<file path="src/verilog/bp_config.svh">
`ifndef BP_CONFIG_SVH
`define BP_CONFIG_SVH

// branch target buffer depth, power of two
`define BTB_ENTRIES 32

// entries in each direction table
// bimodal, gshare and chooser share this depth
`define BHT_ENTRIES 256

// global history length in resolved cond branches
`define HIST_BITS 8

// width of every performance counter
`define CNT_WIDTH 32

`endif

</file>
<file path="src/verilog/bp_pkg.sv">
`default_nettype none

`include "bp_config.svh"

package bp_pkg;

    // program counter, byte address
    typedef logic [31:0] pc_t;

    // control-flow kind as decoded by execute
    // none also marks an empty btb slot kind
    typedef enum logic [1:0] {
        br_none = 2'd0,
        br_cond = 2'd1,
        br_jal  = 2'd2,
        br_jalr = 2'd3
    } br_kind_e;

    // global history, newest outcome in bit 0
    typedef logic [`HIST_BITS-1:0] ghist_t;

    // one performance counter
    typedef logic [`CNT_WIDTH-1:0] cnt_t;

    // prediction handed to fetch
    // comes back untouched inside the resolve record
    typedef struct packed {
        logic     taken;
        pc_t      target;
        logic     btb_hit;
        br_kind_e kind;
        // history seen at lookup, used to retrain gshare
        ghist_t   ghist;
        logic     use_gshare;
        logic     bim_taken;
        logic     gsh_taken;
    } pred_t;

    // actual outcome reported by execute
    typedef struct packed {
        pc_t      pc;
        br_kind_e kind;
        logic     taken;
        pc_t      target;
        pred_t    pred;
    } resolve_t;

    // counter bundle
    typedef struct packed {
        cnt_t total_br;
        cnt_t total_jalr;
        cnt_t dir_correct;
        cnt_t target_correct;
        cnt_t stall_cycles;
        cnt_t flushes;
    } perf_t;

endpackage

`default_nettype wire

</file>
<file path="src/verilog/btb.sv">
`timescale 1ns/1ps
`default_nettype none

`include "bp_config.svh"

module btb (
    input  logic             clk,
    input  logic             rst_n,
    input  logic             lookup_en,
    input  bp_pkg::pc_t      lookup_pc,
    output logic             hit,
    output bp_pkg::br_kind_e hit_kind,
    output bp_pkg::pc_t      hit_target,
    input  logic             upd_en,
    input  bp_pkg::pc_t      upd_pc,
    input  bp_pkg::br_kind_e upd_kind,
    input  bp_pkg::pc_t      upd_target
);
    import bp_pkg::*;

    localparam int IDX_BITS = $clog2(`BTB_ENTRIES);
    localparam int TAG_BITS = 32 - IDX_BITS - 2;

    // entry storage
    logic                valid_q  [`BTB_ENTRIES];
    logic [TAG_BITS-1:0] tag_q    [`BTB_ENTRIES];
    br_kind_e            kind_q   [`BTB_ENTRIES];
    pc_t                 target_q [`BTB_ENTRIES];

    logic [IDX_BITS-1:0] rd_idx;
    logic [TAG_BITS-1:0] rd_tag;
    logic [IDX_BITS-1:0] wr_idx;
    logic [TAG_BITS-1:0] wr_tag;
    logic                rd_match;

    // word index, byte offset dropped
    assign rd_idx = lookup_pc[IDX_BITS+1:2];
    assign rd_tag = lookup_pc[31:IDX_BITS+2];
    assign wr_idx = upd_pc[IDX_BITS+1:2];
    assign wr_tag = upd_pc[31:IDX_BITS+2];

    // read of old contents, a same-edge write lands after
    assign rd_match = valid_q[rd_idx] && (tag_q[rd_idx] == rd_tag);

    // valid bits
    always_ff @(posedge clk) begin
        if (!rst_n) begin
            for (int i = 0; i < `BTB_ENTRIES; i++) begin
                valid_q[i] <= 1'b0;
            end
        end else if (upd_en) begin
            valid_q[wr_idx] <= 1'b1;
        end
    end

    // tag, kind and target, overwritten on every taken resolve
    always_ff @(posedge clk) begin
        if (upd_en) begin
            tag_q[wr_idx]    <= wr_tag;
            kind_q[wr_idx]   <= upd_kind;
            target_q[wr_idx] <= upd_target;
        end
    end

    // registered lookup result, held while lookup_en is low
    always_ff @(posedge clk) begin
        if (!rst_n) begin
            hit      <= 1'b0;
            hit_kind <= br_none;
        end else if (lookup_en) begin
            hit      <= rd_match;
            hit_kind <= kind_q[rd_idx];
        end
    end

    // target payload
    always_ff @(posedge clk) begin
        if (lookup_en) begin
            hit_target <= target_q[rd_idx];
        end
    end

endmodule

`default_nettype wire

</file>
<file path="config.mk">
export PLATFORM = sky130hd
export DESIGN_NAME = btb
export DESIGN_NICKNAME = d
export VERILOG_FILES = /design/src/verilog/bp_pkg.sv /design/src/verilog/btb.sv
export VERILOG_INCLUDE_DIRS = /design/src /design/src/verilog
export SDC_FILE = /design/constraint.sdc
export NUM_CORES = 2
export LEC_CHECK = 0
export ABC_AREA = 1
export BUFFER_PORTS_ARGS = -buffer_cell sky130_fd_sc_hd__buf_4
export CORE_UTILIZATION = 56
export DETAILED_ROUTE_END_ITERATION = 12
export PLACE_DENSITY_LB_ADDON = 0.08
export SLEW_MARGIN = 20
export SYNTH_ARGS = -nofsm -noshare
export SYNTH_HDL_FRONTEND = slang
export SYNTH_SLANG_ARGS = --single-unit
</file>
<file path="constraint.sdc">
create_clock -name clk -period 3.6 [get_ports clk]
set_input_delay 0.18 -clock clk [delete_from_list [all_inputs] [get_ports clk]]
set_output_delay 0.18 -clock clk [all_outputs]
set_load 0.005 [all_outputs]
</file>
* Yosys cells after proc, flatten, opt, wreduce, memory -nomap -nowiden *
Memories as Yosys holds them, arrays and structs flattened. A register that Yosys moved wholly into a read port is not among the register bits.
Cells that the tools add are included.

word-level totals
  register bits after elaboration = 1
  memory bits (writable) = 1920
  input bits = 102
  memories kept = 4

operators by class
  equality and inequality tests = 1
  muxes and demuxes = 8
  reduce and logical (&&, ||, !) cells = 3

memory list
  memory    depth  bits a word  rd ports  clocked after Yosys merged registers in  write ports  line       source
  target_q  32     32           1         1                                        1            btb.sv:28  pc_t target_q [`BTB_ENTRIES];
  tag_q     32     25           1         0                                        1            btb.sv:26  logic [TAG_BITS-1:0] tag_q [`BTB_ENTRIES];
  kind_q    32     2            1         1                                        1            btb.sv:27  br_kind_e kind_q [`BTB_ENTRIES];
  valid_q   32     1            1         0                                        32           btb.sv:25  logic valid_q [`BTB_ENTRIES];

operators with widths
  kind                 number
  $eq A25 B25 Y1       1
  $mux W1              7
  $mux W5              1
  $logic_and A1 B1 Y1  1
  $logic_not A1 Y1     1
  $reduce_or A1 Y1     1

* Logic depth before layout (Yosys ltp) *
  word-level depth = 5
  depth in mapped cells = 19

* Worst setup path before layout *
Ideal clock, no wire load.

  kind = input-to-reg
  start point = in upd_pc[4]
  end point = mem kind_q[28][0] (netlist name), enable pin
  setup time = 477 ps
  arrival time = 2998 ps
  required time = 3123 ps
  setup slack = 124 ps
  stages on the path = 4
  buffers on the path = 0
  cells stage by stage = inv_1 nor3_1 inv_1 nor2_1

RTL lines
  item             line       source
  start, declared  btb.sv:15  input bp_pkg::pc_t upd_pc,
  end, declared    btb.sv:27

Straight into the memory's write port.

* Final worst setup path *
  start point = mem tag_q[5][9] (netlist name)
  end point = reg hit

on the way
  longest elaborated chain between the ends = 3

ends and longest elaborated chain
  item                  line       source
  start, declared       btb.sv:26
  $mem_v2 Z32 W25       -
  $eq A25 B25 Y1        btb.sv:43  assign rd_match = valid_q[rd_idx] && (tag_q[rd_idx] == rd_tag);
  $logic_and A1 B1 Y1   btb.sv:43
  end signal, assigned  btb.sv:71  hit <= rd_match;
  end, declared         btb.sv:11  output logic hit,

No other way between the ends.
A chain may end at the register's enable or synchronous reset.

==> impl_metrics.py <==
metrics = {
    "outcome": {
        "status": "complete, but fails checks",
        "violations": "negative hold slack",
    },
    "detailed_routing": {
        "dr.pass1.iters": 6,
        "wire_per_inst_um": 26.9,
        "vias": 49700,
        "drt_wl_total_mm": 217,
        "vias_per_cell": 6.17,
        "drtAntennaViolNets": 0,
        "drcViolationCount": 0,
        "drtIter0Drc": 6041,
    },
    "power_and_ir_drop": {
        "p_leak_nw": 29.4,
        "finalPower_mw": 47.5,
        "peakVddDrop_mv": 0.503,
        "power_density_nw_per_um2": 542,
    },
    "clock_tree": {
        "postCtsSetupRepairBufs": 0,
        "h-tree-depth": 4,
        "clkTransAtPathRegs_ps": 60,
        "cts_buffers": 193,
        "insertion_delay_ps": 830,
        "clock_path_buffers": 3,
        "cts_sinks": 1955,
        "cts_tree": "built",
        "root_buffer": "clkbuf_16",
    },
    "synth": {
        "yosysSeqAreaShare_pct": 75.6,
        "synth_warnings": 0,
        "synth_area_leaders": "edfxtp_1 (75%), nand2_1 (5.4%), nand3_1 (4.8%)",
        "synth_area_per_cell_um2": 13.0,
        "ys_ff_latch": 1955,
        "async_flop_share_pct": 0,
        "yosys.area.top_type": "edfxtp_1",
        "syn-num-nets": 6052,
        "synth_edf_count": 1920,
        "netlist_top_cells_count": "edfxtp_1 (1920), nand2_1 (1108), nand3_1 (746)",
        "ys_types": 28,
        "yosys_most_used_dff": "edfxtp_1",
        "yosysTopAreaCellShare_pct": 74.7,
        "synth_area_um2": 77200,
        "yosysMostFrequentCell": "edfxtp_1",
        "synthCells": 5950,
    },
    "global_routing": {
        "grt_start_max_net_pins": 182,
        "antenna_found_initial": 10,
        "grt_pass1_vias": 47200,
        "grt_pass1_wl_mm": 314,
        "track_usage_pct": 30.8,
        "gr-total-overflow": 0,
    },
    "place": {
        "port-buffer-count": 132,
        "dpl.hpwl_mm": 105,
        "dp_slack_ps": 810,
        "gp_congestion": 0.783,
    },
    "timing": {
        "worst_pin_slew_ps": 1030,
        "timing.hold.ws_ps": -57.6,
        "period_share_pct": 79.2,
        "setup_viol": 0,
        "hold_violations": 1,
        "maxSlewHeadroom_pct": 31.2,
        "drv_slew": 0,
        "fin_crit_ps": 2850,
        "rsz0062_at_grt": "false",
        "clock_skew_ps": 22.3,
        "fin_setup_tns_ps": 0,
        "max_freq_mhz": 351,
        "fin_ws_ps": 748,
    },
    "cells_and_area": {
        "nets": 6200,
        "utilization_pct": 64.3,
        "area_growth_syn_to_layout_pct": 13.4,
        "drive_above_1_share_pct": 9.67,
    },
    "worst_setup_path": {
        "cp_data_arrival_time_ps": 3580,
        "timing.rr.end": "hit",
        "reg2reg_from": "tag_q[5][9]",
        "worstSetupPathType": "reg -> reg",
        "rrSetupSlack_ps": 750,
        "critPathLaunch": "tag_q[5][9]",
        "cp_slowest_cell": "dlygate4sd3_1",
        "ff2ff_path_depth": 16,
        "path_depth": 16,
        "path_max_fanout": 2,
        "cp_cell_sequence": "nand2_1 -> nand3_1 -> nand3_1 -> nand2_1 -> nand2_1 -> nand3_1 -> nand2_2 -> nand2_1 -> nand2_1 -> nor2_1 -> nand3_1 -> dlygate4sd3_1 -> nor2_1 -> dlygate4sd3_1 -> nand3_1 -> a21oi_2",
        "crit_family": "simple AND/OR/NAND/NOR gates",
        "max_stage_delay_ps": 570,
        "critPathLaunchType": "flop",
        "cp-end-kind": "flop",
        "crit_end": "hit",
        "cp.required_ps": 4330,
        "worst-path-buf-inv": 2,
    },
    "worst_hold_path": {
        "hold_path.class": "in -> reg",
        "hp-start": "lookup_pc[25]",
    },
    "floorplan": {
        "die_h_um": 373,
        "dieArea_um2": 139000,
        "pin_count": 137,
        "die_w_um": 373,
        "rows": 135,
        "start_util_pct": 56.7,
        "core-area_um2": 136000,
    },
    "flow_run": {
        "max_cap_viol_count": 0,
    },
}
==> worst min-delay path by stage <==
stage | endpoint | slack (ps) | depth (start not counted)
3_5_place_dp | valid_q[7] | 450 | 2
6_report | hit | -60 | 8
4_1_cts | hit_target[4] | 80 | 5
5_1_grt | hit | 5 | 8
2_1_floorplan | hit_kind[0] | 270 | 1
3_3_place_gp | valid_q[7] | 450 | 2
==> where the power goes <==
part	switching [mW]	internal (mW)	total, mW	leakage, nW
logic	2.06	0.849	2.91	8.86
clock network	8.48	10.7	19.2	2.90
registers	0.0811	25.3	25.4	17.6
total	10.6	36.8	47.5	29.4
==> worst reg2reg max path, stage by stage, from the launching register on <==
cell and delay [ps]:
edfxtp_1 320, nand2_1 50, nand3_1 100, nand3_1 100, nand2_1 90, nand2_1 50
nand3_1 150, nand2_2 140, nand2_1 80, nand2_1 90, nor2_1 120, nand3_1 80
dlygate4sd3_1 570, nor2_1 90, dlygate4sd3_1 560, nand3_1 80, a21oi_2 110
==> per-stage QoR <==
stage	cell area, um^2	std cells
after floorplan	77200	5950
after global placement	80900	7615
after detailed placement	80900	7615
after CTS	87500	8047
after global routing	87600	8052
final	87600	8053
==> state kept, by name (all words and copies together), names as in the netlist <==
signal / cells
hit: 1
tag_q: 800
hit_target: 32
kind_q: 64
valid_q: 32
target_q: 1024
hit_kind: 2
==> layout by cell type, fill, tap and decap left out, types with 5 or more instances in the layout <==
cell type and n:
edfxtp_1 1920, nand2_1 1106, nand3_1 741, nor2_1 705
o21ai_0 573, buf_4 206, clkbuf_16 196, o221ai_1 193
buf_12 88, o22ai_1 81, dlygate4sd3_1 67, clkinv_1 54
clkbuf_1 54, dfxtp_1 35, a31oi_1 33, nor2_4 33
o21ai_1 29, clkinv_2 28, a32oi_1 27, inv_1 16
nand3b_1 14, clkbuf_8 9, inv_6 8, clkinvlp_4 8
bufinv_16 7, nor3_1 6, inv_8 5, a21oi_1 5
nand3_2 5
==> routing by layer <==
| metal | GRT usage, % | vias up | part of all wire (%) |
|---|---|---|---|
| met3 | 5.22 | 397 | 8.3 |
| met4 | 10.7 | 8 | 3.3 |
| met2 | 50.0 | 2263 | 48 |
| met1 | 42.4 | 24800 | 40 |
| met5 | 0 | - | 0.018 |
| li1 | - | 22200 | - |
==> kinds of logic after synthesis <==
group | Yosys count | share of synthesized area (%)
buf+inv | 437 | 3.04
simple gates | 2613 | 14.0
flops | 1955 | 75.6
compound gates | 945 | 7.39
==> area by class of cell <==
class	instances	area, um^2
diodes	3	7.51
clock buffers	259	5230
clock inverters	107	743
fillers	10100	48600
inverters	22	133
multi-input cells	3558	16800
flip-flops and latches	1955	58400
well taps	1781	2230
repair buffers	366	4060
repair inverters	2	22.5
==> timing repair <==
item,CTS,global route
endpoints found under the hold margin,1906,1
setup endpoints to repair,0,1
hold buffers,66,2
gates resized for setup,0,11
No activity file was read; power rests on OpenSTA's default activity.
