`src/verilog/bp_config.svh`:
```
`ifndef BP_CONFIG_SVH
`define BP_CONFIG_SVH

// branch target buffer depth, power of two
`define BTB_ENTRIES 32

// entries in each direction table
// bimodal, gshare and chooser share this depth
`define BHT_ENTRIES 256

// global history length in resolved cond branches
`define HIST_BITS 8

// width of every performance counter
`define CNT_WIDTH 32

`endif

```
`src/verilog/bp_pkg.sv`:
```
`default_nettype none

`include "bp_config.svh"

package bp_pkg;

    // program counter, byte address
    typedef logic [31:0] pc_t;

    // control-flow kind as decoded by execute
    // none also marks an empty btb slot kind
    typedef enum logic [1:0] {
        br_none = 2'd0,
        br_cond = 2'd1,
        br_jal  = 2'd2,
        br_jalr = 2'd3
    } br_kind_e;

    // global history, newest outcome in bit 0
    typedef logic [`HIST_BITS-1:0] ghist_t;

    // one performance counter
    typedef logic [`CNT_WIDTH-1:0] cnt_t;

    // prediction handed to fetch
    // comes back untouched inside the resolve record
    typedef struct packed {
        logic     taken;
        pc_t      target;
        logic     btb_hit;
        br_kind_e kind;
        // history seen at lookup, used to retrain gshare
        ghist_t   ghist;
        logic     use_gshare;
        logic     bim_taken;
        logic     gsh_taken;
    } pred_t;

    // actual outcome reported by execute
    typedef struct packed {
        pc_t      pc;
        br_kind_e kind;
        logic     taken;
        pc_t      target;
        pred_t    pred;
    } resolve_t;

    // counter bundle
    typedef struct packed {
        cnt_t total_br;
        cnt_t total_jalr;
        cnt_t dir_correct;
        cnt_t target_correct;
        cnt_t stall_cycles;
        cnt_t flushes;
    } perf_t;

endpackage

`default_nettype wire

```
`src/verilog/tournament_pred.sv`:
```
`timescale 1ns/1ps
`default_nettype none

`include "bp_config.svh"

module tournament_pred (
    input  logic             clk,
    input  logic             rst_n,
    input  logic             lookup_en,
    input  bp_pkg::pc_t      lookup_pc,
    output logic             pred_taken,
    output logic             use_gshare,
    output logic             bim_taken,
    output logic             gsh_taken,
    output bp_pkg::ghist_t   ghist,
    input  logic             upd_en,
    input  bp_pkg::resolve_t resolve
);
    import bp_pkg::*;

    localparam int IDX_BITS = $clog2(`BHT_ENTRIES);

    // 2-bit counter tables
    // direction tables: msb set means taken
    // chooser: msb set means trust gshare
    logic [1:0] bim_q [`BHT_ENTRIES];
    logic [1:0] gsh_q [`BHT_ENTRIES];
    logic [1:0] cho_q [`BHT_ENTRIES];

    // global history, moves only on cond resolves
    ghist_t ghr_q;

    // lookup side
    logic [IDX_BITS-1:0] rd_pc_idx;
    logic [IDX_BITS-1:0] rd_gsh_idx;
    logic                rd_bim;
    logic                rd_gsh;
    logic                rd_use_gsh;

    // update side
    logic [IDX_BITS-1:0] wr_pc_idx;
    logic [IDX_BITS-1:0] wr_gsh_idx;
    logic                wr_cond;
    logic                comp_disagree;
    logic                gsh_was_right;

    // pc word bits xor history, history fitted to the index width
    function automatic logic [IDX_BITS-1:0] gsh_index(pc_t pc, ghist_t h);
        gsh_index = pc[IDX_BITS+1:2] ^ IDX_BITS'(h);
    endfunction

    // saturating step of a 2-bit counter
    function automatic logic [1:0] sat_step(logic [1:0] ctr, logic up);
        logic [1:0] nxt;
        nxt = ctr;
        if (up && (ctr != 2'b11)) begin
            nxt = ctr + 2'b01;
        end else if (!up && (ctr != 2'b00)) begin
            nxt = ctr - 2'b01;
        end
        return nxt;
    endfunction

    assign rd_pc_idx  = lookup_pc[IDX_BITS+1:2];
    assign rd_gsh_idx = gsh_index(lookup_pc, ghr_q);
    assign rd_bim     = bim_q[rd_pc_idx][1];
    assign rd_gsh     = gsh_q[rd_gsh_idx][1];
    assign rd_use_gsh = cho_q[rd_pc_idx][1];

    // rebuild the gshare index from the history this branch was predicted with
    assign wr_pc_idx     = resolve.pc[IDX_BITS+1:2];
    assign wr_gsh_idx    = gsh_index(resolve.pc, resolve.pred.ghist);
    assign wr_cond       = upd_en && (resolve.kind == br_cond);
    assign comp_disagree = resolve.pred.bim_taken != resolve.pred.gsh_taken;
    assign gsh_was_right = resolve.pred.gsh_taken == resolve.taken;

    // table training
    // reset: weakly not taken, weakly bimodal
    always_ff @(posedge clk) begin
        if (!rst_n) begin
            for (int i = 0; i < `BHT_ENTRIES; i++) begin
                bim_q[i] <= 2'b01;
                gsh_q[i] <= 2'b01;
                cho_q[i] <= 2'b01;
            end
        end else if (wr_cond) begin
            bim_q[wr_pc_idx]  <= sat_step(bim_q[wr_pc_idx], resolve.taken);
            gsh_q[wr_gsh_idx] <= sat_step(gsh_q[wr_gsh_idx], resolve.taken);
            // chooser only learns when the two components split
            if (comp_disagree) begin
                cho_q[wr_pc_idx] <= sat_step(cho_q[wr_pc_idx], gsh_was_right);
            end
        end
    end

    // history shift, newest outcome enters at bit 0
    always_ff @(posedge clk) begin
        if (!rst_n) begin
            ghr_q <= '0;
        end else if (wr_cond) begin
            ghr_q <= {ghr_q[`HIST_BITS-2:0], resolve.taken};
        end
    end

    // registered lookup result, frozen during stalls
    always_ff @(posedge clk) begin
        if (!rst_n) begin
            pred_taken <= 1'b0;
            use_gshare <= 1'b0;
            bim_taken  <= 1'b0;
            gsh_taken  <= 1'b0;
            ghist      <= '0;
        end else if (lookup_en) begin
            pred_taken <= rd_use_gsh ? rd_gsh : rd_bim;
            use_gshare <= rd_use_gsh;
            bim_taken  <= rd_bim;
            gsh_taken  <= rd_gsh;
            // snapshot travels with the prediction
            ghist      <= ghr_q;
        end
    end

endmodule

`default_nettype wire

```
`config.mk`:
```
export PLATFORM = sky130hd
export DESIGN_NAME = tournament_pred
export DESIGN_NICKNAME = d
export VERILOG_FILES = /design/src/verilog/bp_pkg.sv /design/src/verilog/tournament_pred.sv
export VERILOG_INCLUDE_DIRS = /design/src /design/src/verilog
export SDC_FILE = /design/constraint.sdc
export NUM_CORES = 2
export LEC_CHECK = 0
export ABC_AREA = 0
export BUFFER_PORTS_ARGS = -buffer_cell sky130_fd_sc_hd__buf_2
export CORE_ASPECT_RATIO = 1.25
export CORE_UTILIZATION = 60
export CTS_BUF_LIST = sky130_fd_sc_hd__clkbuf_16
export DETAILED_ROUTE_END_ITERATION = 8
export PLACE_DENSITY = 0.77
export SYNTH_ARGS = -nofsm -noshare
export SYNTH_HDL_FRONTEND = slang
export SYNTH_SLANG_ARGS = --single-unit
```
`constraint.sdc`:
```
create_clock -name clk -period 10 [get_ports clk]
set_clock_uncertainty 0.15 [all_clocks]
set_input_delay 1 -clock clk [delete_from_list [all_inputs] [get_ports clk]]
set_output_delay 1 -clock clk [all_outputs]
set_load 0.01 [all_outputs]
```
## Word level (Yosys, flattened, before mapping)

Memories as Yosys holds them, arrays and structs flattened.
Cells that the tools add are included.

- RAM bits: 1536
- Register bits after elaboration: 20
- Memories kept: 3
- Word-level logic and storage cells: 69

Memories:

| name | depth | bits a word | read ports | clocked after Yosys merged registers in | wr ports | RTL line | RTL |
|---|---|---|---|---|---|---|---|
| bim_q | 256 | 2 | 2 | 0 | 256 | tournament_pred.sv:26 | `` logic [1:0] bim_q [`BHT_ENTRIES]; `` |
| cho_q | 256 | 2 | 2 | 0 | 256 | tournament_pred.sv:28 | `` logic [1:0] cho_q [`BHT_ENTRIES]; `` |
| gsh_q | 256 | 2 | 2 | 0 | 256 | tournament_pred.sv:27 | `` logic [1:0] gsh_q [`BHT_ENTRIES]; `` |

- Bitwise operators: 2
- Reduce and logical (&&, ||, !) cells: 15
- Multiplexer cells: 31
- Add/sub/neg operators: 6
- Equality and inequality tests: 6

Operator list:

| cell | number |
|---|---|
| 2-to-1 mux 2 bit | 16 |
| 2-to-1 mux 8 bit | 3 |
| XOR 8 bit | 2 |
| 2-to-1 mux 1 bit | 12 |
| logical AND 1 bit | 7 |
| adder 2 x 1 -> 2 bit (second input constant) | 3 |
| inequality test 2 bit (second input constant) | 3 |
| nonzero test 2 bit | 3 |
| OR reduction 2 bit | 3 |
| subtractor 2 x 1 -> 2 bit (second input constant) | 3 |
| equality test 2 x 1 -> 1 bit (second input constant) | 1 |
| zero test 1 bit | 2 |
| equality test 1 bit | 1 |
| inequality test 1 bit | 1 |

## Logic depth before layout (Yosys ltp)

- Word-level depth: 9
- Gate-level depth with buffers: 20
- Mapped depth without buffers: 13

## Least setup slack after synthesis

No wires, ideal clock.

- Path kind: input to register
- Start: input port resolve[84] in the netlist's numbering
- End: memory bim_q[10][0] (data pin)
- Cell stages on the path: 17
- Slack: 4.835 ns
- Setup time: 0.274 ns
- Data required time: 9.576 ns
- Arrival time: 4.741 ns
- Cells stage by stage: buf_6 > buf_2 > buf_2 > clkbuf_1 > mux4_2 > mux4_2 > mux2i_1 > nand3b_1 > o211ai_1 > and3_1 > inv_1 > ha_1 > mux2i_1 > xor2_1 > buf_2 > buf_2 > nand3_1

RTL lines:

| what | RTL line | RTL |
|---|---|---|
| start: declaration | tournament_pred.sv:17 | `input bp_pkg::resolve_t resolve` |
| end: declaration | tournament_pred.sv:26 |  |

==> key figures <==
Timing
  – Hold_ws: 0.335 ns
  – Tmin final: 7.07 ns
  – Setup violators final: 0
  – Crit share post-route: 0.707
  – RSZ-0062 raised after global routing: false
  – Final slew viol count: 0
  – Setup TNS: 0 ns
  – Max Fclk: 0.141 GHz
  – Fin. Hold Viols: 0
  – Slew headroom: 0.0251
  – Least-Margin Pin Slew: 1.46 ns

Finish
  – Nets: 6178
  – Design area: 87500 µm²
  – Most frequent cells in the layout: edfxtp_1, nand2_1, mux4_2
  – Fillers: 9429
  – Layout cells sized above 1: 0.192
  – Commonest non-fill, non-tap cell in the layout: edfxtp_1
  – Syn-to-layout area delta: 6.46%
  – Post-Layout Cell Count: 7898

Detailed routing
  – Drt via density: 7.34
  – Wire per inst: 29.7 µm
  – DRC Markers: 0
  – DRT iter0 DRCs: 8288
  – Via Count: 58000
  – Antenna Violating Nets Remaining: 0
  – Pre-Repair DR Iteration Count: 8
  – Post-Route WL: 234 mm

Hold path
  – Hold depth: 2
  – Hold Crit Start: gsh_taken
  – Hold path endpoint: gsh_taken
  – Hold Crit Class: reg -> reg

CTS
  – Worst-Skew Late Latency: 0.82 ns
  – Post-CTS Setup Repair Bufs: 0
  – Cts repair resizes: 0
  – Clock Root Buffer: clkbuf_16
  – Clock buffer depth: 3
  – CTS Sinks: 1556
  – CTS Buf Count: 156
  – CTS tree: yes
  – Reg clk slew, reported paths: 0.06 ns
  – CTS H-Tree Depth: 4
  – Post-CTS Hold Fix Bufs: 0

Worst setup path
  – Critical Path End Type: register
  – Critical Path AT: 7.40 ns
  – Worst Reg2Reg Path Length in Cells: 12
  – Setup Crit Path Kind: in -> reg
  – Reg-to-reg startpoint: bim_q[171][1]
  – Setup slack, reg-to-reg: 4.56 ns
  – Critical path startpoint category: input pin
  – Worst EP required: 10.32 ns
  – FF-to-FF End: bim_q[216][0]
  – Crit path max fanout: 256

Placement
  – Area after DPL: 82800 µm²
  – Number of port buffers: 44
  – GPL Wtd Cong: 0.976
  – Cells after DPL: 7623
  – Detailed Place HPWL: 134 mm

Floorplan
  – # rows: 151
  – Die area: 139000 µm²
  – Core area: 136000 µm²
  – Die height: 416 µm
  – Top Ports: 162
  – Initial core utilization: 0.606
  – Die width: 333 µm

Synthesis
  – Syn avg cell area: 12.7 µm²
  – Synth Net Count: 6647
  – Synth Instances: 6491
  – Distinct cell type count after synthesis: 67
  – Register area share after synthesis: 0.566
  – Top_reg_cell synth: edfxtp_1
  – Post-Syn Area: 82200 µm²
  – Number of synthesized flops with an enable pin: 1536
  – Async SR Flop Fraction: 0
  – FF+latch count, synth: 1556
  – Yosys Warn Count: 0

Global route
  – Initial antenna violation count: 6
  – Global-route congestion overflow total: 0
  – Met3 global-route usage: 0.0799
  – GR peak layer: met2
  – Tot GR Track Use: 0.340
  – First-pass GRT wire length: 351 mm
  – Vias in the first global route: 58300
  – Met1 usage: 0.398
  – GRT met2 Usage: 0.548
  – Largest net degree at the start of global routing: 257

Job
  – Maxcap violations: 0

Power and ir drop
  – Peak supply drop: 0.194 mV
  – Lkg Pwr: 25.9 nW
  – Cell Pwr Density: 175 nW/µm²

Status
  – Outcome: complete, no violations
metal layers:
metal | vias up | share of wire
met5 | - | 0.00020
met4 | 8 | 0.088
met3 | 1184 | 0.13
met2 | 4561 | 0.48
met1 | 28300 | 0.30
li1 | 24000 | -
final cells by class:
cell class	instances	area, µm²	area share
sequential	1556	46500	0.531
multi-input combinational	4095	32300	0.369
clock buffer	161	4030	0.0460
tap	1759	2200	0.0251
timing repair buffer	203	1670	0.0191
clock inverter	112	749	0.00856
inverter	10	37.5	0.000429
antenna	2	5.00	0.0000572
worst max-delay path: stages:
cell and delay [ns]:
buf_8 0.45, buf_4 0.59, xor2_4 0.20, buf_12 0.45
mux4_2 0.36, mux2i_1 0.07, mux2i_1 0.52, o22ai_1 0.37
or4b_1 0.70, nor3_1 0.30, inv_1 0.08, ha_1 0.24
mux2i_1 0.29, or4_4 0.20, buf_12 0.70, nand4_1 0.23
worst max-delay path by stage:
stage	start	endpoint	slack (ns)	cells past startpoint
CTS	resolve[84]	gsh_q[133][0]	3.51	16
global route	resolve[84]	gsh_q[190][0]	2.82	16
finish	resolve[84]	gsh_q[133][0]	2.93	16
global placement	resolve[84]	gsh_q[207][0]	2.76	16
detailed placement	resolve[84]	gsh_q[180][0]	2.66	16
floorplan	resolve[84]	bim_q[10][0]	4.83	17
cell usage after synthesis, types with 9 or more instances:
master	n	share of area
a21oi_1	17	0.0010
a22oi_1	37	0.0034
buf_1	31	0.0014
buf_2	198	0.012
buf_4	59	0.0054
buf_6	39	0.0053
clkbuf_1	503	0.023
dfxtp_1	20	0.0049
edfxtp_1	1536	0.56
inv_1	9	0.00041
mux2i_1	66	0.0080
mux4_2	676	0.19
nand2_1	1171	0.053
nand2b_1	9	0.00068
nand3_1	524	0.032
nand4_1	273	0.021
nor2_1	600	0.027
nor2b_1	12	0.00091
nor3_1	35	0.0021
nor4_1	268	0.020
o21ai_0	263	0.016
o22ai_1	11	0.00084
xnor2_1	14	0.0015
xor2_1	12	0.0013
logic make-up (layout without fill, tap and decap cells):
group | count (synthesis) | after routing | synth area share
xor+xnor | 30 | 30 | 0.00383
buf+inv | 840 | 486 | 0.0476
simple gates | 2920 | 2920 | 0.160
mux | 749 | 749 | 0.194
fa+ha+maj | 6 | 6 | 0.000913
other cells | 0 | 2 | 0
flops | 1556 | 1556 | 0.566
compound gates | 390 | 390 | 0.0274
report_power, final:
part | total, mW | switching, mW | internal [mW]
logic | 2.40 | 1.80 | 0.609
registers | 7.35 | 0.0680 | 7.28
clock network | 5.58 | 2.52 | 3.07
stage by stage:
stage	setup WS [ns]	util	total power, mW
after floorplan	4.83	-	9.27
after global placement	2.76	0.610	9.77
after detailed placement	2.66	0.610	9.82
after CTS	3.51	0.645	15.3
after global routing	2.82	0.645	15.7
final	2.93	0.645	15.3
state kept, by name, summed over array words and instances, names as in the netlist:
register	cells
bim_q	512
bim_taken	1
cho_q	512
ghist	8
ghr_q	8
gsh_q	512
gsh_taken	1
pred_taken	1
use_gshare	1
No activity file was read; power rests on OpenSTA's default activity.
