File: config.mk
export PLATFORM = sky130hd
export DESIGN_NAME = perf_counters
export DESIGN_NICKNAME = d
export VERILOG_FILES = /design/src/verilog/bp_pkg.sv /design/src/verilog/perf_counters.sv
export VERILOG_INCLUDE_DIRS = /design/src /design/src/verilog
export SDC_FILE = /design/constraint.sdc
export NUM_CORES = 1
export LEC_CHECK = 0
export CAP_MARGIN = 20
export CORE_MARGIN = 3
export CORE_UTILIZATION = 65
export CTS_BUF_LIST = sky130_fd_sc_hd__clkbuf_4 sky130_fd_sc_hd__clkbuf_8
export DETAILED_ROUTE_END_ITERATION = 8
export DONT_BUFFER_PORTS = 1
export GPL_ROUTABILITY_DRIVEN = 0
export PLACE_DENSITY = 0.87
export SLEW_MARGIN = 20
export SYNTH_ARGS = -nofsm -noshare
export SYNTH_HDL_FRONTEND = slang
export SYNTH_SLANG_ARGS = --single-unit
File: constraint.sdc
create_clock -name clk -period 2.4 [get_ports clk]
set_input_delay 0.24 -clock clk [delete_from_list [all_inputs] [get_ports clk]]
set_output_delay 0.24 -clock clk [all_outputs]
set_load 0.01 [all_outputs]
File: src/verilog/bp_config.svh
`ifndef BP_CONFIG_SVH
`define BP_CONFIG_SVH

// branch target buffer depth, power of two
`define BTB_ENTRIES 32

// entries in each direction table
// bimodal, gshare and chooser share this depth
`define BHT_ENTRIES 256

// global history length in resolved cond branches
`define HIST_BITS 8

// width of every performance counter
`define CNT_WIDTH 32

`endif

File: src/verilog/bp_pkg.sv
`default_nettype none

`include "bp_config.svh"

package bp_pkg;

    // program counter, byte address
    typedef logic [31:0] pc_t;

    // control-flow kind as decoded by execute
    // none also marks an empty btb slot kind
    typedef enum logic [1:0] {
        br_none = 2'd0,
        br_cond = 2'd1,
        br_jal  = 2'd2,
        br_jalr = 2'd3
    } br_kind_e;

    // global history, newest outcome in bit 0
    typedef logic [`HIST_BITS-1:0] ghist_t;

    // one performance counter
    typedef logic [`CNT_WIDTH-1:0] cnt_t;

    // prediction handed to fetch
    // comes back untouched inside the resolve record
    typedef struct packed {
        logic     taken;
        pc_t      target;
        logic     btb_hit;
        br_kind_e kind;
        // history seen at lookup, used to retrain gshare
        ghist_t   ghist;
        logic     use_gshare;
        logic     bim_taken;
        logic     gsh_taken;
    } pred_t;

    // actual outcome reported by execute
    typedef struct packed {
        pc_t      pc;
        br_kind_e kind;
        logic     taken;
        pc_t      target;
        pred_t    pred;
    } resolve_t;

    // counter bundle
    typedef struct packed {
        cnt_t total_br;
        cnt_t total_jalr;
        cnt_t dir_correct;
        cnt_t target_correct;
        cnt_t stall_cycles;
        cnt_t flushes;
    } perf_t;

endpackage

`default_nettype wire

File: src/verilog/perf_counters.sv
`timescale 1ns/1ps
`default_nettype none

module perf_counters (
    input  logic             clk,
    input  logic             rst_n,
    input  logic             stall,
    input  logic             flush,
    input  logic             resolve_valid,
    input  bp_pkg::resolve_t resolve,
    output bp_pkg::perf_t    perf,
    output logic             halt
);
    import bp_pkg::*;

    logic is_jalr;
    logic dir_ok;
    logic tgt_ok;
    logic self_jump;

    // decode of the resolve record
    assign is_jalr = resolve.kind == br_jalr;

    // direction right regardless of target
    assign dir_ok = resolve.taken == resolve.pred.taken;

    // taken needs a matching predicted target
    // not taken needs a not-taken prediction
    assign tgt_ok = resolve.taken ?
                    (resolve.pred.taken && (resolve.pred.target == resolve.target)) :
                    !resolve.pred.taken;

    // jump to itself, the program's halt idiom
    assign self_jump = resolve.taken && (resolve.target == resolve.pc);

    // pipeline strobes
    always_ff @(posedge clk) begin
        if (!rst_n) begin
            perf.stall_cycles <= '0;
            perf.flushes      <= '0;
        end else begin
            // one count per stalled cycle
            if (stall) begin
                perf.stall_cycles <= perf.stall_cycles + 1'b1;
            end
            if (flush) begin
                perf.flushes <= perf.flushes + 1'b1;
            end
        end
    end

    // resolve stream
    always_ff @(posedge clk) begin
        if (!rst_n) begin
            perf.total_br       <= '0;
            perf.total_jalr     <= '0;
            perf.dir_correct    <= '0;
            perf.target_correct <= '0;
        end else if (resolve_valid) begin
            // every resolve is a control-flow op
            perf.total_br <= perf.total_br + 1'b1;
            if (is_jalr) begin
                perf.total_jalr <= perf.total_jalr + 1'b1;
            end
            if (dir_ok) begin
                perf.dir_correct <= perf.dir_correct + 1'b1;
            end
            if (tgt_ok) begin
                perf.target_correct <= perf.target_correct + 1'b1;
            end
        end
    end

    // sticky halt, cleared only by reset
    always_ff @(posedge clk) begin
        if (!rst_n) begin
            halt <= 1'b0;
        end else if (resolve_valid && self_jump) begin
            halt <= 1'b1;
        end
    end

endmodule

`default_nettype wire

After elaboration in Yosys (flattened, before gate mapping)

Cells that the tools add are included.

Output and inout port bits: 193
Register bits: 193
Word-level logic and storage cells: 25

Reductions and logical operators: 7
Equality and inequality tests: 4
Muxes and demuxes: 1
Add/sub/neg operators: 6

Operators by type and width:

| kind                                                            | count |
|---|---|
| 32-bit by 1-bit adder with 32-bit output, second input constant | 6 |
| 32-bit == test                                                  | 2 |
| 2-bit AND reduction                                             | 3 |
| 1-bit logical AND                                               | 3 |
| 2-bit == test, second input constant                            | 1 |
| 1-bit == test                                                   | 1 |
| 1-bit zero test                                                 | 1 |
| 1-bit two-way mux                                               | 1 |

Longest topological paths before layout

Gate-level depths: netlist (run 1).

Depth after elaboration: 4
Depth in mapped cells: 8
Gate-level depth less buffers: 7

Least setup slack after synthesis (run 1)

No wires, ideal clock.

Path type: reg-to-reg
Start: register perf[0] (netlist bit)
End: register perf[30] (netlist bit)
Required time: 2.272 ns
Buffers on the path: 1
Clock period less this slack: 2.052 ns
Arrival time: 1.924 ns
Stages on the path, launching flop included: 9
Setup slack: 0.348 ns
Library setup time: 0.128 ns
Path through: dfxtp_1 > ha_1 > nand4_1 > or3_1 > clkbuf_1 > nor4_2 > nand3_1 > xor2_1 > nor2_1

Cells in the longest elaborated chain, start to end: 1

RTL lines:

| element                                  | RTL line            | RTL |
|---|---|---|
| start: declaration                       | perf_counters.sv:11 | `output bp_pkg::perf_t perf,` |
| 32-bit by 1-bit adder with 32-bit output | perf_counters.sv:47 | `perf.flushes <= perf.flushes + 1'b1;` |

Every way passes these cells.
A chain may end at the register's enable or synchronous reset.

Worst setup path in the final report (run 1)

Start: register perf[77] (netlist bit)
End: register perf[87] (netlist bit)

Cells in the longest elaborated chain, start to end: 1

RTL lines:

| element                                  | RTL line            | RTL |
|---|---|---|
| 32-bit by 1-bit adder with 32-bit output | perf_counters.sv:69 | `perf.target_correct <= perf.target_correct + 1'b1;` |

Every way passes these cells.

==> impl_results.md, run 1 <==
* Critical Path RT at 2.80 ns
* Critical Path Source Type: flop
* Synth-to-Final Area Change at 9.085%
* Setup TNS at 0 ns
* Post-Syn Instances at around 1.1k
* GR Util All Layers at 29.36%
* Critical path buffers and inverters at 0
* Via Count at between 7k and 8k
* Max Used Layer: met4
* Worst path slowest cell: or4_4
* Initial Util at 68.16%
* Nets at 1209
* Seq cells post-synth at 193
* Via/cell ratio at 6.190
* H-tree depth at 4
* Largest family of logic cells by synthesized area: simple AND/OR/NAND/NOR gates
* Simple-Gate Fraction of Synth Area at 29.29%
* DP Worst Slack at 0.2486 ns
* Die Y at 125.2 um
* HP Start: flush
* Period utilization at about nine tenths
* Port Buffers at 0
* Number of diodes at 0
* Maximum clock rate at 458.7 MHz
* Final Max Slew Viols at 0
* CTS tree: yes
* Final ANT Viol Nets at 0
* FF-to-FF path depth at 6
* Clock transition at the registers of the reported paths at about 0.1 ns
* Hold WC Path Type: primary input to flop
* Peak VDD IR at 436.8 uV
* Post-Route WL at 23.70 mm
* Slew margin rel. at between 50% and 60%
* Ports at roughly 310
* CP arrival at 2.58 ns
* HPWL Detailed at 17.16 mm
* Synth Area in Compound Gates at 6.038%
* M1 wire length at 9.778 mm
* Total gr overflow at 0
* Stages on worst setup path at 6
* RSZ-0062 raised after global routing: false
* Initial antenna violation count at 0
* Worst Hold Depth at 3
* Die span in x at 125.2 um
* CTS Hold Bufs at 4
* Syn Nets at 1188
* Core region area at about 14000 sq um
* Crit. End Element: flop
* Die area at roughly 16000 sq um
* Fin. Hold Viols at 0
* Hold WS at 0.07186 ns
* Syn_area_per_cell at 8.694 sq um
* TritonCTS Buffers at 17
* # Max-Cap Violations at 0
* Critical path class: flop to flop
* Unique masters post-synth at 44
* First-pass GRT wire length at 38.44 mm
* Syn. warnings at 0
* Largest delay share family, worst path: simple AND/OR/NAND/NOR gates
* Post-CTS resize count at 0
* Layout Skew at approximately 0.015 ns
* Leak at 0.003404 uW
* FF-to-FF Start: perf[77]
* Drt drc at 0
* Rows at 42
* Largest net degree at the start of global routing at 64
* Crit Path Max Fanout at 7
* Num Clock Sinks at 193
* R2r endpoint: perf[87]
* Root buffer cell: clkbuf_8
* Mux contribution to synthesized area at 0.9748%
* Reg2reg setup slack at 0.22 ns
* Synth Area in XOR/XNOR at a little under a fifth
* Register area share after synthesis at 41.81%
* Setup Viol. Count Final at 0
* Setup Buffers After CTS at 0
* Cell Pwr Density at 551.7 nW/um^2
* Worst Setup Slack, final at 0.2201 ns
* Met3 WL at 2.356 mm
* WL/cell at 18.61 um
* Crit-path max cell delay at 0.53 ns
* Worst Max-Slew Pin Slew at 0.6220 ns
* DRT iter0 DRCs at around 570
* Fraction of the mapped netlist area in adder cells at 0.8123%
* Critical-path cell list: and4_4, nand3_4, or4_4, nor2_2, or4b_1, a21oi_1
* First-pass DRT Iterations at 5
* Number of global-route vias before repair at approximately 7.6k
* Minimum clock period at roughly 2.2 ns
* Max Buffers Root-to-Sink at 2
* Area of the mapped netlist at slightly above 9000 sq um
* WL met2 at 10.98 mm
* Result of the run: complete, no violations
* Clk_lat worst skew at roughly 0.47 ns
* Layout cell share with drive strength beyond 1 at 8.204%
* Hold EP: perf[5]
-- cell families (layout without fill, tap and decap cells) --
kind of cell / count (synthesis) / count (layout)
AND/OR/NAND/NOR: 510 / 510
XOR/XNOR: 201 / 201
flip-flops: 193 / 193
AO/OA/AOI/OAI: 95 / 95
buffers and inverters: 49 / 83
multiplexers: 9 / 9
adder cells (fa/ha/maj): 6 / 6
-- worst max path at each step --
stage,startpoint,to,slack [ns]
6_report,perf[77],perf[87],0.22
5_1_grt,perf[77],perf[87],0.10
3_5_place_dp,perf[77],perf[87],0.25
4_1_cts,perf[77],perf[87],0.22
2_1_floorplan,perf[0],perf[30],0.35
3_3_place_gp,perf[77],perf[87],0.29
-- final cells by class --
| type | instances | area, sq um |
|---|---|---|
| clock buffer | 18 | 241.5 |
| clock inverter | 14 | 150.1 |
| fill | 960 | 3477 |
| inverter | 7 | 28.78 |
| multi-input combinational | 821 | 5201 |
| sequential | 193 | 3864 |
| tap | 176 | 220.2 |
| timing repair buffer | 44 | 375.4 |
-- placed cells by master (no fill, tap or decap), types with 2 or more instances in the layout --
cell type and n:
dfxtp_1 193, inv_1 6, nor4_2 2, nand2b_1 6, o31ai_1 25, or4_1 23
xnor2_1 102, inv_6 4, nand3_1 64, or2_2 3, or4b_1 2, ha_1 6
or3_1 22, mux2i_1 9, nand2_1 81, and4_1 18, xor2_1 99, and4_4 2
buf_12 3, and3_1 22, nor2_1 134, a21oi_1 45, o21ai_0 19, clkinv_4 3
buf_4 38, nand4_1 60, clkbuf_8 17, nor3_1 15, and2_1 32, o41ai_1 2
dlygate4sd3_1 3, clkinv_8 4, nor4_1 14
-- metrics by stage --
stage	instance area, sq um	cells	util, %	total power [uW]
after floorplan	9241	1063	-	3521
after global placement	9639	1237	71.10	3568
after detailed placement	9639	1237	71.10	3576
after CTS	10080	1273	74.35	5591
after global routing	10080	1273	74.35	5763
final	10080	1273	74.35	5562
-- report_power, final --
group / switching [uW] / internal (uW) / leakage, uW / total [uW]
clock network: 1250 / 784 / 0.000195 / 2030
logic: 160 / 122 / 0.00165 / 282
registers: 30.2 / 3220 / 0.00156 / 3250
total: 1440 / 4120 / 0.00340 / 5560
-- worst reg2reg max path: stages, from the launching register on --
cell and delay (ns):
dfxtp_1 0.51, and4_4 0.31, nand3_4 0.10, or4_4 0.53, nor2_2 0.10, or4b_1 0.43, a21oi_1 0.14
-- per-layer routing --
metal,track usage (%),vias up
li1,-,3769
met3,10.83,50
met1,37.10,3714
met4,10.46,0
met5,0,-
met2,46.41,347
-- synth_stat cells, drive strengths merged --
master  number  area share [%]
o31ai       25             2.0
o211ai       1           0.081
nand2       81             3.3
and2        32             2.2
or4         24             2.0
nor3        16            0.92
nor2       135             5.5
o41ai        2            0.19
nand2b       6            0.41
o311ai       1           0.095
o21ai       19             1.0
nor2b        1           0.068
mux2i        9            0.97
inv          6            0.24
a21boi       1           0.081
nand3       66             3.8
xnor2      102             9.7
nor4        16             1.2
clkinv       1           0.041
and4        20             1.9
a41oi        1           0.095
buf          5            0.24
and3        22             1.5
nand4       61             4.3
a21oi       45             2.4
or3         24             1.7
or4b         2            0.22
or2          3            0.20
clkbuf      37             1.5
xor2        99             9.4
dfxtp      193              42
and4b        1            0.11
ha           6            0.81
-- sequential cells by signal (all words and copies together) (netlist names) --
signal  flops
halt        1
perf      192
(Power assumes the default switching activity.)
==> inputs of run 2 (changes only) <==
Clock period 2.4 ns to 2.5 ns, I/O delays scaled along.
==> run 2 against run 1 <==
Effect of this change: hold slack got worse by 0.041 ns; via count shrank 1.1%; wire length decreased by 2.2%; register-to-register slack improved by 0.05 ns; setup slack gained 0.046 ns; combinational power down 4%; maximum frequency down 2.4%; critical path type unchanged; critical endpoint is now perf[95]; largest power group unchanged.
==> impl_results.md, run 2 (synthesis gave the netlist of run 1 again) <==
* Fin. Hold Viols at 0
* Critical-path cell list: and4_1, nand3_2, nor3_1, nand4_1, or4_1, a21oi_1
* Commonest non-fill, non-tap cell in the layout: dfxtp_1
* FF-to-FF Start: perf[71]
* WL/cell at 18.35 um
* DRT iter0 DRCs at 606
* Final Core Density at 74.10%
* Worst setup endpoint: perf[95]
* RSZ-0062 raised after global routing: false
* CP arrival at 2.63 ns
* Critical Path RT at 2.89 ns
* Biggest register: perf
* Die Y at 125.2 um
* First-pass GRT wire length at 37.25 mm
* Root buffer cell: clkbuf_8
* DP Worst Slack at 0.3502 ns
* Port Buffers at 0
* Number of global-route vias before repair at 7305
* Post-Route WL at 23.18 mm
* Total gr overflow at 0
* TritonCTS Buffers at 17
* Peak VDD IR at 492.1 uV
* Clock transition at the registers of the reported paths at 0.10 ns
* Die span in x at 125.2 um
* Reg2reg setup slack at roughly 0.27 ns
* Ports at 312
* # Max-Cap Violations at 0
* R2r endpoint: perf[95]
* Crit. End Element: flop
* Core region area at 13560 sq um
* HP Start: flush
* Die area at 15680 sq um
* Worst Setup SP: perf[71]
* Result of the run: complete, no violations
* H-tree depth at 4
* Max reg flops at roughly 190
* Layout cell share with drive strength beyond 1 at 7.268%
* Slew margin rel. at 60.00%
* Drt drc at 0
* Via/cell ratio at 6.172
* Critical Path Source Type: flop
* Final Max Slew Viols at 0
* Crit Path Max Fanout at 7
* Minimum clock period at 2.234 ns
* First-pass DRT Iterations at 5
* Nets at about 1.2k
* Largest net degree at the start of global routing at 64
* Final instance area at between 10000 and 15000 sq um
* Period utilization at 89.34%
* Commonest non-fill, non-tap cells in the layout: 193 x dfxtp_1, 134 x nor2_1, 102 x xnor2_1, 99 x xor2_1, 81 x nand2_1
* Number of diodes at 0
* Leak at 0.003367 uW
* Rows at 42
* Clk_lat worst skew at 0.46 ns
* Layout Skew at ~0.014 ns
* Biggest regs: perf (192), halt (1)
* Setup TNS at 0 ns
* Initial Util at about two thirds
* Placed inst area at 9577 sq um
* Setup Viol. Count Final at 0
* Via Count at between 7k and 8k
* Crit-path max cell delay at 0.56 ns
* GR Util All Layers at around 28%
* Critical path class: flop to flop
* Cell Pwr Density at between 500 and 600 nW/um^2
* Final ANT Viol Nets at 0
* Synth-to-Final Area Change at 8.706%
* Max Buffers Root-to-Sink at 2
* FF-to-FF path depth at 6
* Initial antenna violation count at 0
* Maximum clock rate at about 450 MHz
* Worst Max-Slew Pin Slew at ~0.60 ns
* Worst path slowest cell: dfxtp_1
* CTS tree: yes
* HPWL Detailed at 17.01 mm
* Worst Setup Slack, final at 0.2665 ns
* Hold WC Path Type: primary input to flop
* Num Clock Sinks at 193
[run 2: changes by cell type in the layout (fill, tap and decap cells not counted)]
cell,before,now
buf_12,3,4
dlygate4sd3_1,3,4
clkbuf_4,1,0
inv_8,1,3
inv_6,4,2
buf_4,38,27
clkinv_4,3,4
bufinv_16,0,2
clkinv_8,4,1
[run 2: critical path, delay by kind of cell (launching register included)]
kind	cells	cell delay [ns]
simple gates	5	1.46
flops	1	0.56
compound gates	1	0.14
[run 2: repair_timing]
| item | CTS | global route |
|---|---|---|
| buffers inserted | 0 | 0 |
| gates resized for setup | 0 | 0 |
| hold endpoints to repair | 43 | 0 |
| hold buffers | 5 | 0 |
[run 2: worst min-delay path by stage]
| stage | cells past startpoint | slack [ns] | endpoint |
|---|---|---|---|
| 2_1_floorplan | 2 | 0.40 | perf[32] |
| 3_3_place_gp | 1 | 0.38 | perf[189] |
| 3_5_place_dp | 1 | 0.38 | perf[20] |
| 4_1_cts | 3 | 0.007 | perf[3] |
| 5_1_grt | 3 | 0.02 | perf[3] |
| 6_report | 3 | 0.03 | perf[3] |
[run 2: power breakdown]
part | leakage [uW] | internal, uW | switching, uW
Clock | 0.000205 | 922 | 1160
Sequential | 0.00156 | 3090 | 29.9
Combinational | 0.00161 | 120 | 151
Total | 0.00337 | 4130 | 1340
[run 2: per-stage QoR]
| step | std cells | power, uW | hold slack (ns) |
|---|---|---|---|
| after floorplan | 1063 | 3380 | 0.3976 |
| after global placement | 1227 | 3427 | 0.3762 |
| after detailed placement | 1227 | 3435 | 0.3795 |
| after CTS | 1263 | 5491 | 0.006756 |
| after global routing | 1263 | 5666 | 0.02167 |
| final | 1263 | 5468 | 0.03104 |
[run 2: layout make-up]
type	instances	area, sq um
clock buffers	17	234.0
clock inverters	14	175.2
fillers	979	3512
inverters	7	28.78
multi-input cells	821	5201
flip-flops and latches	193	3864
well taps	176	220.2
repair buffers	35	322.8
[run 2: per-layer routing]
layer  GRT usage, %  up-vias  wire length (um)  part of all wire (%)
li1               -     3746                 -                     -
met1          36.00     3717              9446                    41
met4          6.696        0               369                   1.6
met5              0        -                 0                     0
met2          45.59      299             10840                    47
met3          11.98       33              2522                    11
